===== src/logic/axis_demux_pkg.sv =====
`default_nettype none

package axis_demux_pkg;

    // ======================================================================
    // sizes
    // ======================================================================

    // mapped outputs, each with its own routing key
    localparam int OUTPUTS = 4;

    // packets that match no enabled key leave on the lane after the mapped ones
    localparam int EXTRACT_PORT = OUTPUTS;
    localparam int NUM_PORTS = OUTPUTS + 1;

    localparam int TDATA_BYTES = 4;
    localparam int TUSER_WIDTH = 4;
    localparam int TDEST_WIDTH = 2;

    // wide enough to name the extract lane too
    localparam int PORT_W = 3;

    // ======================================================================
    // stream fields
    // ======================================================================

    typedef logic [TDATA_BYTES*8-1:0] tdata_t;
    typedef logic [TDATA_BYTES-1:0] tkeep_t;

    // tuser of the first beat is the routing key
    typedef logic [TUSER_WIDTH-1:0] tuser_t;

    // tdest is not looked at, only carried
    typedef logic [TDEST_WIDTH-1:0] tdest_t;

    typedef logic [PORT_W-1:0] port_t;

    // ======================================================================
    // router FSM
    // ======================================================================

    // IDLE waits for a first beat, IN_PACKET holds the route until tlast
    typedef enum logic [0:0] {
        IDLE,
        IN_PACKET
    } route_state_t;

endpackage

`default_nettype wire


===== src/logic/axis_demux_map_regs.sv =====
`timescale 1ns/1ps
`default_nettype none

module axis_demux_map_regs (
    input  logic                                                 aclk,
    input  logic                                                 rst_n,
    input  logic                                                 cfg_wr,
    input  axis_demux_pkg::port_t                                cfg_index,
    input  axis_demux_pkg::tuser_t                               cfg_key,
    input  logic                                                 cfg_enable,
    output axis_demux_pkg::tuser_t [axis_demux_pkg::OUTPUTS-1:0] map_keys,
    output logic [axis_demux_pkg::OUTPUTS-1:0]                   map_enable
);
    import axis_demux_pkg::*;

    logic                       wr_hit;
    logic [$clog2(OUTPUTS)-1:0] wr_slot;

    // ======================================================================
    // write decode
    // ======================================================================

    // the extract lane has no entry of its own
    assign wr_hit = cfg_wr && (cfg_index < port_t'(OUTPUTS));

    // low bits of the index select the entry once wr_hit has checked the range
    assign wr_slot = cfg_index[$clog2(OUTPUTS)-1:0];

    // ======================================================================
    // key and enable table
    // ======================================================================

    // out of reset output i listens for key i
    always_ff @(posedge aclk or negedge rst_n) begin
        if (!rst_n) begin
            for (int i = 0; i < OUTPUTS; i++) begin
                map_keys[i] <= tuser_t'(i);
            end
            map_enable <= '1;
        end else if (wr_hit) begin
            map_keys[wr_slot]   <= cfg_key;
            map_enable[wr_slot] <= cfg_enable;
        end
    end

    // ======================================================================
    // checks
    // ======================================================================

    // an unknown strobe would leave the whole table in doubt
    a_cfg_wr_known: assert property (
        @(posedge aclk) disable iff (!rst_n)
        !$isunknown(cfg_wr)
    );

endmodule

`default_nettype wire


===== src/logic/axis_demux_out_slice.sv =====
`timescale 1ns/1ps
`default_nettype none

module axis_demux_out_slice (
    input  logic                   aclk,
    input  logic                   rst_n,
    input  logic                   in_valid,
    input  logic                   in_last,
    input  axis_demux_pkg::tdata_t in_data,
    input  axis_demux_pkg::tkeep_t in_keep,
    input  axis_demux_pkg::tuser_t in_user,
    input  axis_demux_pkg::tdest_t in_dest,
    input  logic                   out_ready,
    output logic                   in_ready,
    output logic                   out_valid,
    output logic                   out_last,
    output axis_demux_pkg::tdata_t out_data,
    output axis_demux_pkg::tkeep_t out_keep,
    output axis_demux_pkg::tuser_t out_user,
    output axis_demux_pkg::tdest_t out_dest
);
    import axis_demux_pkg::*;

    logic   skid_valid_q;
    logic   skid_last_q;
    tdata_t skid_data_q;
    tkeep_t skid_keep_q;
    tuser_t skid_user_q;
    tdest_t skid_dest_q;
    logic   in_xfer;
    logic   out_free;

    assign in_xfer  = in_valid && in_ready;
    // output stage takes a new beat when empty or when its beat leaves
    assign out_free = !out_valid || out_ready;

    // in_ready comes straight off a flop and drops only with both entries full
    assign in_ready = !skid_valid_q;

    always_ff @(posedge aclk or negedge rst_n) begin
        if (!rst_n) begin
            out_valid    <= 1'b0;
            skid_valid_q <= 1'b0;
        end else if (out_free) begin
            // skid entry is older, so it goes out first
            out_valid    <= skid_valid_q || in_xfer;
            skid_valid_q <= 1'b0;
        end else if (in_xfer) begin
            skid_valid_q <= 1'b1;
        end
    end

    always_ff @(posedge aclk) begin
        if (out_free && skid_valid_q) begin
            {out_last, out_data, out_keep, out_user, out_dest} <=
                {skid_last_q, skid_data_q, skid_keep_q, skid_user_q, skid_dest_q};
        end else if (out_free && in_xfer) begin
            {out_last, out_data, out_keep, out_user, out_dest} <=
                {in_last, in_data, in_keep, in_user, in_dest};
        end
        if (!out_free && in_xfer) begin
            {skid_last_q, skid_data_q, skid_keep_q, skid_user_q, skid_dest_q} <=
                {in_last, in_data, in_keep, in_user, in_dest};
        end
    end

    // a stalled beat holds valid and payload until the consumer takes it
    a_out_hold: assert property (
        @(posedge aclk) disable iff (!rst_n)
        out_valid && !out_ready |=> out_valid
            && $stable({out_last, out_data, out_keep, out_user, out_dest})
    );

endmodule

`default_nettype wire


===== src/logic/axis_demux_route.sv =====
`timescale 1ns/1ps
`default_nettype none

module axis_demux_route (
    input  logic                                                 aclk,
    input  logic                                                 rst_n,
    input  logic                                                 rx_tvalid,
    input  logic                                                 rx_tlast,
    input  axis_demux_pkg::tuser_t                               rx_tuser,
    input  axis_demux_pkg::tuser_t [axis_demux_pkg::OUTPUTS-1:0] map_keys,
    input  logic [axis_demux_pkg::OUTPUTS-1:0]                   map_enable,
    input  logic [axis_demux_pkg::NUM_PORTS-1:0]                 slice_in_ready,
    output logic                                                 rx_tready,
    output logic [axis_demux_pkg::NUM_PORTS-1:0]                 slice_in_valid
);
    import axis_demux_pkg::*;

    route_state_t state_q;
    port_t        port_q;
    port_t        match_port;
    logic         match_found;
    port_t        sel_port;
    logic         rx_xfer;

    // ======================================================================
    // key match on the first beat
    // ======================================================================

    // lowest enabled entry with an equal key wins, else the extract lane
    always_comb begin
        match_port  = port_t'(EXTRACT_PORT);
        match_found = 1'b0;
        for (int i = 0; i < OUTPUTS; i++) begin
            if (!match_found && map_enable[i] && (map_keys[i] == rx_tuser)) begin
                match_port  = port_t'(i);
                match_found = 1'b1;
            end
        end
    end

    // later beats ignore tuser and follow the latched port
    assign sel_port = (state_q == IN_PACKET) ? port_q : match_port;

    // ======================================================================
    // steering
    // ======================================================================

    always_comb begin
        for (int i = 0; i < NUM_PORTS; i++) begin
            slice_in_valid[i] = rx_tvalid && (sel_port == port_t'(i));
        end
    end

    // a full slice on the chosen lane stalls rx while the others keep draining
    assign rx_tready = slice_in_ready[sel_port];
    assign rx_xfer   = rx_tvalid && rx_tready;

    // ======================================================================
    // route lock FSM
    // ======================================================================

    always_ff @(posedge aclk or negedge rst_n) begin
        if (!rst_n) begin
            state_q <= IDLE;
            port_q  <= port_t'(EXTRACT_PORT);
        end else begin
            case (state_q)
                IDLE: begin
                    if (rx_xfer) begin
                        port_q <= match_port;
                        // single-beat packets never leave IDLE
                        if (!rx_tlast) begin
                            state_q <= IN_PACKET;
                        end
                    end
                end
                IN_PACKET: begin
                    if (rx_xfer && rx_tlast) begin
                        state_q <= IDLE;
                    end
                end
                default: begin
                    state_q <= IDLE;
                end
            endcase
        end
    end

    // ======================================================================
    // checks
    // ======================================================================

    // a valid beat is offered to exactly one existing slice
    a_valid_onehot: assert property (
        @(posedge aclk) disable iff (!rst_n)
        rx_tvalid |-> $onehot(slice_in_valid)
    );

    // later beats of a packet are offered to the lane its first beat took
    a_route_locked: assert property (
        @(posedge aclk) disable iff (!rst_n)
        (state_q == IN_PACKET) && rx_tvalid && $past(rx_tvalid)
            |-> (slice_in_valid == $past(slice_in_valid))
    );

endmodule

`default_nettype wire


===== src/logic/axis_demux_top.sv =====
`timescale 1ns/1ps
`default_nettype none

module axis_demux_top (
    input  logic                                                   aclk,
    input  logic                                                   rst_n,
    // rx stream
    input  logic                                                   rx_tvalid,
    input  logic                                                   rx_tlast,
    input  axis_demux_pkg::tdata_t                                 rx_tdata,
    input  axis_demux_pkg::tkeep_t                                 rx_tkeep,
    input  axis_demux_pkg::tuser_t                                 rx_tuser,
    input  axis_demux_pkg::tdest_t                                 rx_tdest,
    output logic                                                   rx_tready,
    // tx streams, the last lane is the extract output
    output logic [axis_demux_pkg::NUM_PORTS-1:0]                   tx_tvalid,
    output logic [axis_demux_pkg::NUM_PORTS-1:0]                   tx_tlast,
    output axis_demux_pkg::tdata_t [axis_demux_pkg::NUM_PORTS-1:0] tx_tdata,
    output axis_demux_pkg::tkeep_t [axis_demux_pkg::NUM_PORTS-1:0] tx_tkeep,
    output axis_demux_pkg::tuser_t [axis_demux_pkg::NUM_PORTS-1:0] tx_tuser,
    output axis_demux_pkg::tdest_t [axis_demux_pkg::NUM_PORTS-1:0] tx_tdest,
    input  logic [axis_demux_pkg::NUM_PORTS-1:0]                   tx_tready,
    // key table writes
    input  logic                                                   cfg_wr,
    input  axis_demux_pkg::port_t                                  cfg_index,
    input  axis_demux_pkg::tuser_t                                 cfg_key,
    input  logic                                                   cfg_enable
);
    import axis_demux_pkg::*;

    tuser_t [OUTPUTS-1:0]   map_keys;
    logic [OUTPUTS-1:0]     map_enable;
    logic [NUM_PORTS-1:0]   slice_in_valid;
    logic [NUM_PORTS-1:0]   slice_in_ready;

    // ======================================================================
    // configuration and routing
    // ======================================================================

    axis_demux_map_regs u_map_regs (
        .aclk       (aclk),
        .rst_n      (rst_n),
        .cfg_wr     (cfg_wr),
        .cfg_index  (cfg_index),
        .cfg_key    (cfg_key),
        .cfg_enable (cfg_enable),
        .map_keys   (map_keys),
        .map_enable (map_enable)
    );

    axis_demux_route u_route (
        .aclk           (aclk),
        .rst_n          (rst_n),
        .rx_tvalid      (rx_tvalid),
        .rx_tlast       (rx_tlast),
        .rx_tuser       (rx_tuser),
        .map_keys       (map_keys),
        .map_enable     (map_enable),
        .slice_in_ready (slice_in_ready),
        .rx_tready      (rx_tready),
        .slice_in_valid (slice_in_valid)
    );

    // ======================================================================
    // output slices
    // ======================================================================

    // every slice sees the rx payload, only the routed one gets in_valid
    for (genvar k = 0; k < NUM_PORTS; k++) begin : g_out
        axis_demux_out_slice u_slice (
            .aclk      (aclk),
            .rst_n     (rst_n),
            .in_valid  (slice_in_valid[k]),
            .in_last   (rx_tlast),
            .in_data   (rx_tdata),
            .in_keep   (rx_tkeep),
            .in_user   (rx_tuser),
            .in_dest   (rx_tdest),
            .out_ready (tx_tready[k]),
            .in_ready  (slice_in_ready[k]),
            .out_valid (tx_tvalid[k]),
            .out_last  (tx_tlast[k]),
            .out_data  (tx_tdata[k]),
            .out_keep  (tx_tkeep[k]),
            .out_user  (tx_tuser[k]),
            .out_dest  (tx_tdest[k])
        );
    end

endmodule

`default_nettype wire


===== config.mk =====
export PLATFORM = sky130hd
export DESIGN_NAME = axis_demux_top
export DESIGN_NICKNAME = d
export VERILOG_FILES = /design/src/logic/axis_demux_pkg.sv /design/src/logic/axis_demux_map_regs.sv /design/src/logic/axis_demux_out_slice.sv /design/src/logic/axis_demux_route.sv /design/src/logic/axis_demux_top.sv
export SDC_FILE = /design/constraint.sdc
export NUM_CORES = 1
export LEC_CHECK = 0
export BUFFER_PORTS_ARGS = -buffer_cell sky130_fd_sc_hd__buf_2
export CORE_MARGIN = 10
export CORE_UTILIZATION = 30
export DETAILED_ROUTE_END_ITERATION = 10
export GPL_TIMING_DRIVEN = 0
export HOLD_SLACK_MARGIN = 0.02
export PLACE_DENSITY = 0.51
export SYNTH_ARGS = -nofsm -noshare
export SYNTH_HDL_FRONTEND = slang
export SYNTH_SLANG_ARGS = --single-unit

===== constraint.sdc =====
create_clock -name aclk -period 14.05 [get_ports aclk]
set_clock_uncertainty 0.05 [all_clocks]
set_input_delay 2.81 -clock aclk [delete_from_list [all_inputs] [get_ports aclk]]
set_output_delay 2.81 -clock aclk [all_outputs]
set_load 0.005 [all_outputs]

==> flow_summary.yaml <==
power_and_ir_drop:
  power_density_nw_per_um2: 161
  leakagePower_nw: 7.91
  ir_drop_mv: 0.0915
synthesis:
  synthFlopType: "edfxtp_1"
  netlist_instances: 845
  seq_area_frac_synth: 0.792
  synth.distinct_cells: 44
  syn-num-nets: 905
  ys_ff_latch: 464
  postSynthAreaPerCell_sq_um: 20.6
  async_flop_share: 0.0733
  synth-edff-count: 430
  syn_area_sq_um: 17400
  synth_top_area_share: 0.742
  synth_area_leaders: "edfxtp_1, mux2_2, dfrtp_1"
  yosysTopAreaCell: "edfxtp_1"
  yosysWarnings: 0
sta:
  fmax_mhz: 129
  worst_hold_slack_ns: 0.472
  hold_viol: 0
  rsz0062_at_grt: "false"
  finalCritPeriodShare: 0.551
  maxSlewViolCount: 0
  fin_crit_ns: 7.74
  setup_violations: 0
  relSlewSlack: 0.174
  tightest_slew_ns: 1.22
finish:
  antenna_cells: 0
  layout-drive-gt1-share: 0.535
  layout_common_cells: "edfxtp_1, buf_2, mux2_2, clkbuf_16, clkbuf_1"
  area_delta_synth_final_pct: 26.3
  final_common_cell: "edfxtp_1"
  fin_cells: 2026
  nets: 1283
detailed_routing:
  dr.pass1.iters: 4
  drtIter0Drc: 631
  ant_nets: 0
  viasPerCell: 4.48
  wl_um: 48500
  routedWlPerCell_um: 24.0
  vias: 9073
  post-route-drc-count: 0
clocking:
  cts_buffers: 51
  htree_levels: 2
  cts_max_path_buffers: 3
  cts-root-buf: "clkbuf_16"
  cts_tree: "done"
  post_cts_buffers: 0
  cts_resized: 0
  hold_buffers: 0
  clkLatencyLatePin_ns: 0.58
  clk_pin_slew_worst_paths_ns: 0.05
  cts.sinks: 464
floorplan:
  core_area_sq_um: 57600
  die_h_um: 261
  fp.dieArea_sq_um: 68000
  row_count: 88
  start_util: 0.302
  pin_count: 281
  die_x_um: 261
critical_path:
  cp_num_buf_inv: 3
  setup.worst_path.start_class: "input port"
  crit_path_end_kind: "output port"
  crit_type: "in -> out"
  r2r-start: "u_map_regs.map_keys[0]$_DFFE_PN0P_"
  cp_data_arrival_time_ns: 4.88
  slowest_delay_ns: 0.32
  crit_top_cell: "buf_2"
  path_cells: "buf_2, buf_6, xor2_1, nor3_2, a21oi_1, o31a_1, or2_4, o211a_1, or2_2, buf_2"
  slowest_stage: "nor3_2"
  cp_max_fo: 9
  startpoint: "rx_tuser[3]"
  required_ns: 11.19
  path_delay_family: "simple AND/OR/NAND/NOR gates"
hold_path:
  hp-class: "reg -> reg"
  hold_path_startpoint: "u_map_regs.map_keys[2]$_DFFE_PN0P_"
global_routing:
  grt_pass1_vias: 9668
  overflow: 0
  grt_util_met2: 0.233
  antenna_found_initial: 1
  grt_usage: 0.140
  grt_pass1_wl_um: 69000
  grt_max_degree: 35
  grt_use_met3: 0.0385
  gr-max-usage-layer: "met2"
  grtUsageMet1: 0.175
place:
  placed_cells: 1934
  gp_congestion: 0.741
  dpl.hpwl_um: 33900
  io_buffers: 279
run_status:
  status: "complete, no violations"
run:
  maxCapViolations: 0
[worst register-to-register path: cells and delay by family, from the launching register on]
kind                   cells  cell delay (ns)
AND/OR/NAND/NOR            5             1.37
buffers and inverters      5             1.03
flip-flops                 1             0.39
XOR/XNOR                   1             0.17
multiplexers               1             0.28
[power breakdown]
| part | internal (mW) | switching [mW] | total [mW] |
|---|---|---|---|
| Clock | 0.768 | 0.541 | 1.31 |
| Sequential | 1.69 | 0.0620 | 1.75 |
| Combinational | 0.204 | 0.279 | 0.483 |
| Total | 2.66 | 0.882 | 3.54 |
[synth_stat cells (all sizes together) (4+ instances only)]
cell type  instances
edfxtp           430
mux2             236
dfrtp             25
clkbuf            21
nand2             18
buf               14
nor2              10
dfstp              9
inv                9
xor2               9
xnor2              7
a21oi              6
nor3               6
a31oi              4
mux2i              4
nand3              4
nor4b              4
[worst paths after layout]
check | endpoint | slack [ns] | cells after the start
worst max-delay path | rx_tready | 6.31 | 10
worst min-delay path | u_map_regs.map_keys[2]$_DFFE_PN0P_ | 0.47 | 1
worst max register to register | g_out[0].u_slice.skid_data_q[21]$_DFFE_PP_ | 10.47 | 12
worst min register to register | u_map_regs.map_keys[2]$_DFFE_PN0P_ | 0.47 | 1
max in group asynchronous | u_map_regs.map_keys[5]$_DFFE_PN0P_ | 11.15 | 1
min in group asynchronous | u_map_regs.map_keys[8]$_DFFE_PN0P_ | 2.29 | 1
[cell type report]
class / count / area (sq um)
fillers: 5380 / 35600
flip-flops and latches: 464 / 13800
multi-input cells: 337 / 3470
repair buffers: 325 / 1920
clock buffers: 66 / 1350
well taps: 765 / 957
clock inverters: 25 / 254
plain buffers: 35 / 199
inverters: 9 / 33.8
[per-stage QoR]
stage	TNS (ns)	setup slack, ns	total power, mW	util	cell area (sq um)
after global placement	-175.38	-1.43	2.25	0.343	19700
final	0	6.31	3.54	0.381	22000
after detailed placement	0	6.35	2.28	0.353	20300
after CTS	0	6.35	3.60	0.381	22000
after global routing	0	6.25	3.70	0.381	22000
after floorplan	0	5.06	1.99	-	17400
[cell families after synthesis]
family / share of synthesized area
xor+xnor: 0.00935
simple gates: 0.0206
compound gates: 0.00949
buf+inv: 0.0134
mux: 0.155
flops: 0.792
[registers in the layout, summed over array words and instances (netlist names), named ones only]
| register | flops |
|---|---|
| g_out.u_slice.out_valid | 5 |
| g_out.u_slice.out_last | 5 |
| g_out.u_slice.skid_last_q | 5 |
| g_out.u_slice.out_data | 160 |
| g_out.u_slice.skid_dest_q | 10 |
| g_out.u_slice.skid_valid_q | 5 |
| g_out.u_slice.skid_keep_q | 20 |
| u_route.port_q | 3 |
| g_out.u_slice.out_dest | 10 |
| u_map_regs.map_keys | 16 |
| g_out.u_slice.out_keep | 20 |
| g_out.u_slice.skid_data_q | 160 |
| u_map_regs.map_enable | 4 |
| g_out.u_slice.skid_user_q | 20 |
| g_out.u_slice.out_user | 20 |
[layer usage]
metal / up-vias / share of wire / wire [um]
met5: - / 0.00027 / 13
met4: 2 / 0.023 / 1130
met3: 75 / 0.064 / 3090
met2: 259 / 0.49 / 23600
met1: 4676 / 0.43 / 20700
li1: 4061 / - / -
(Power assumes the default switching activity.)
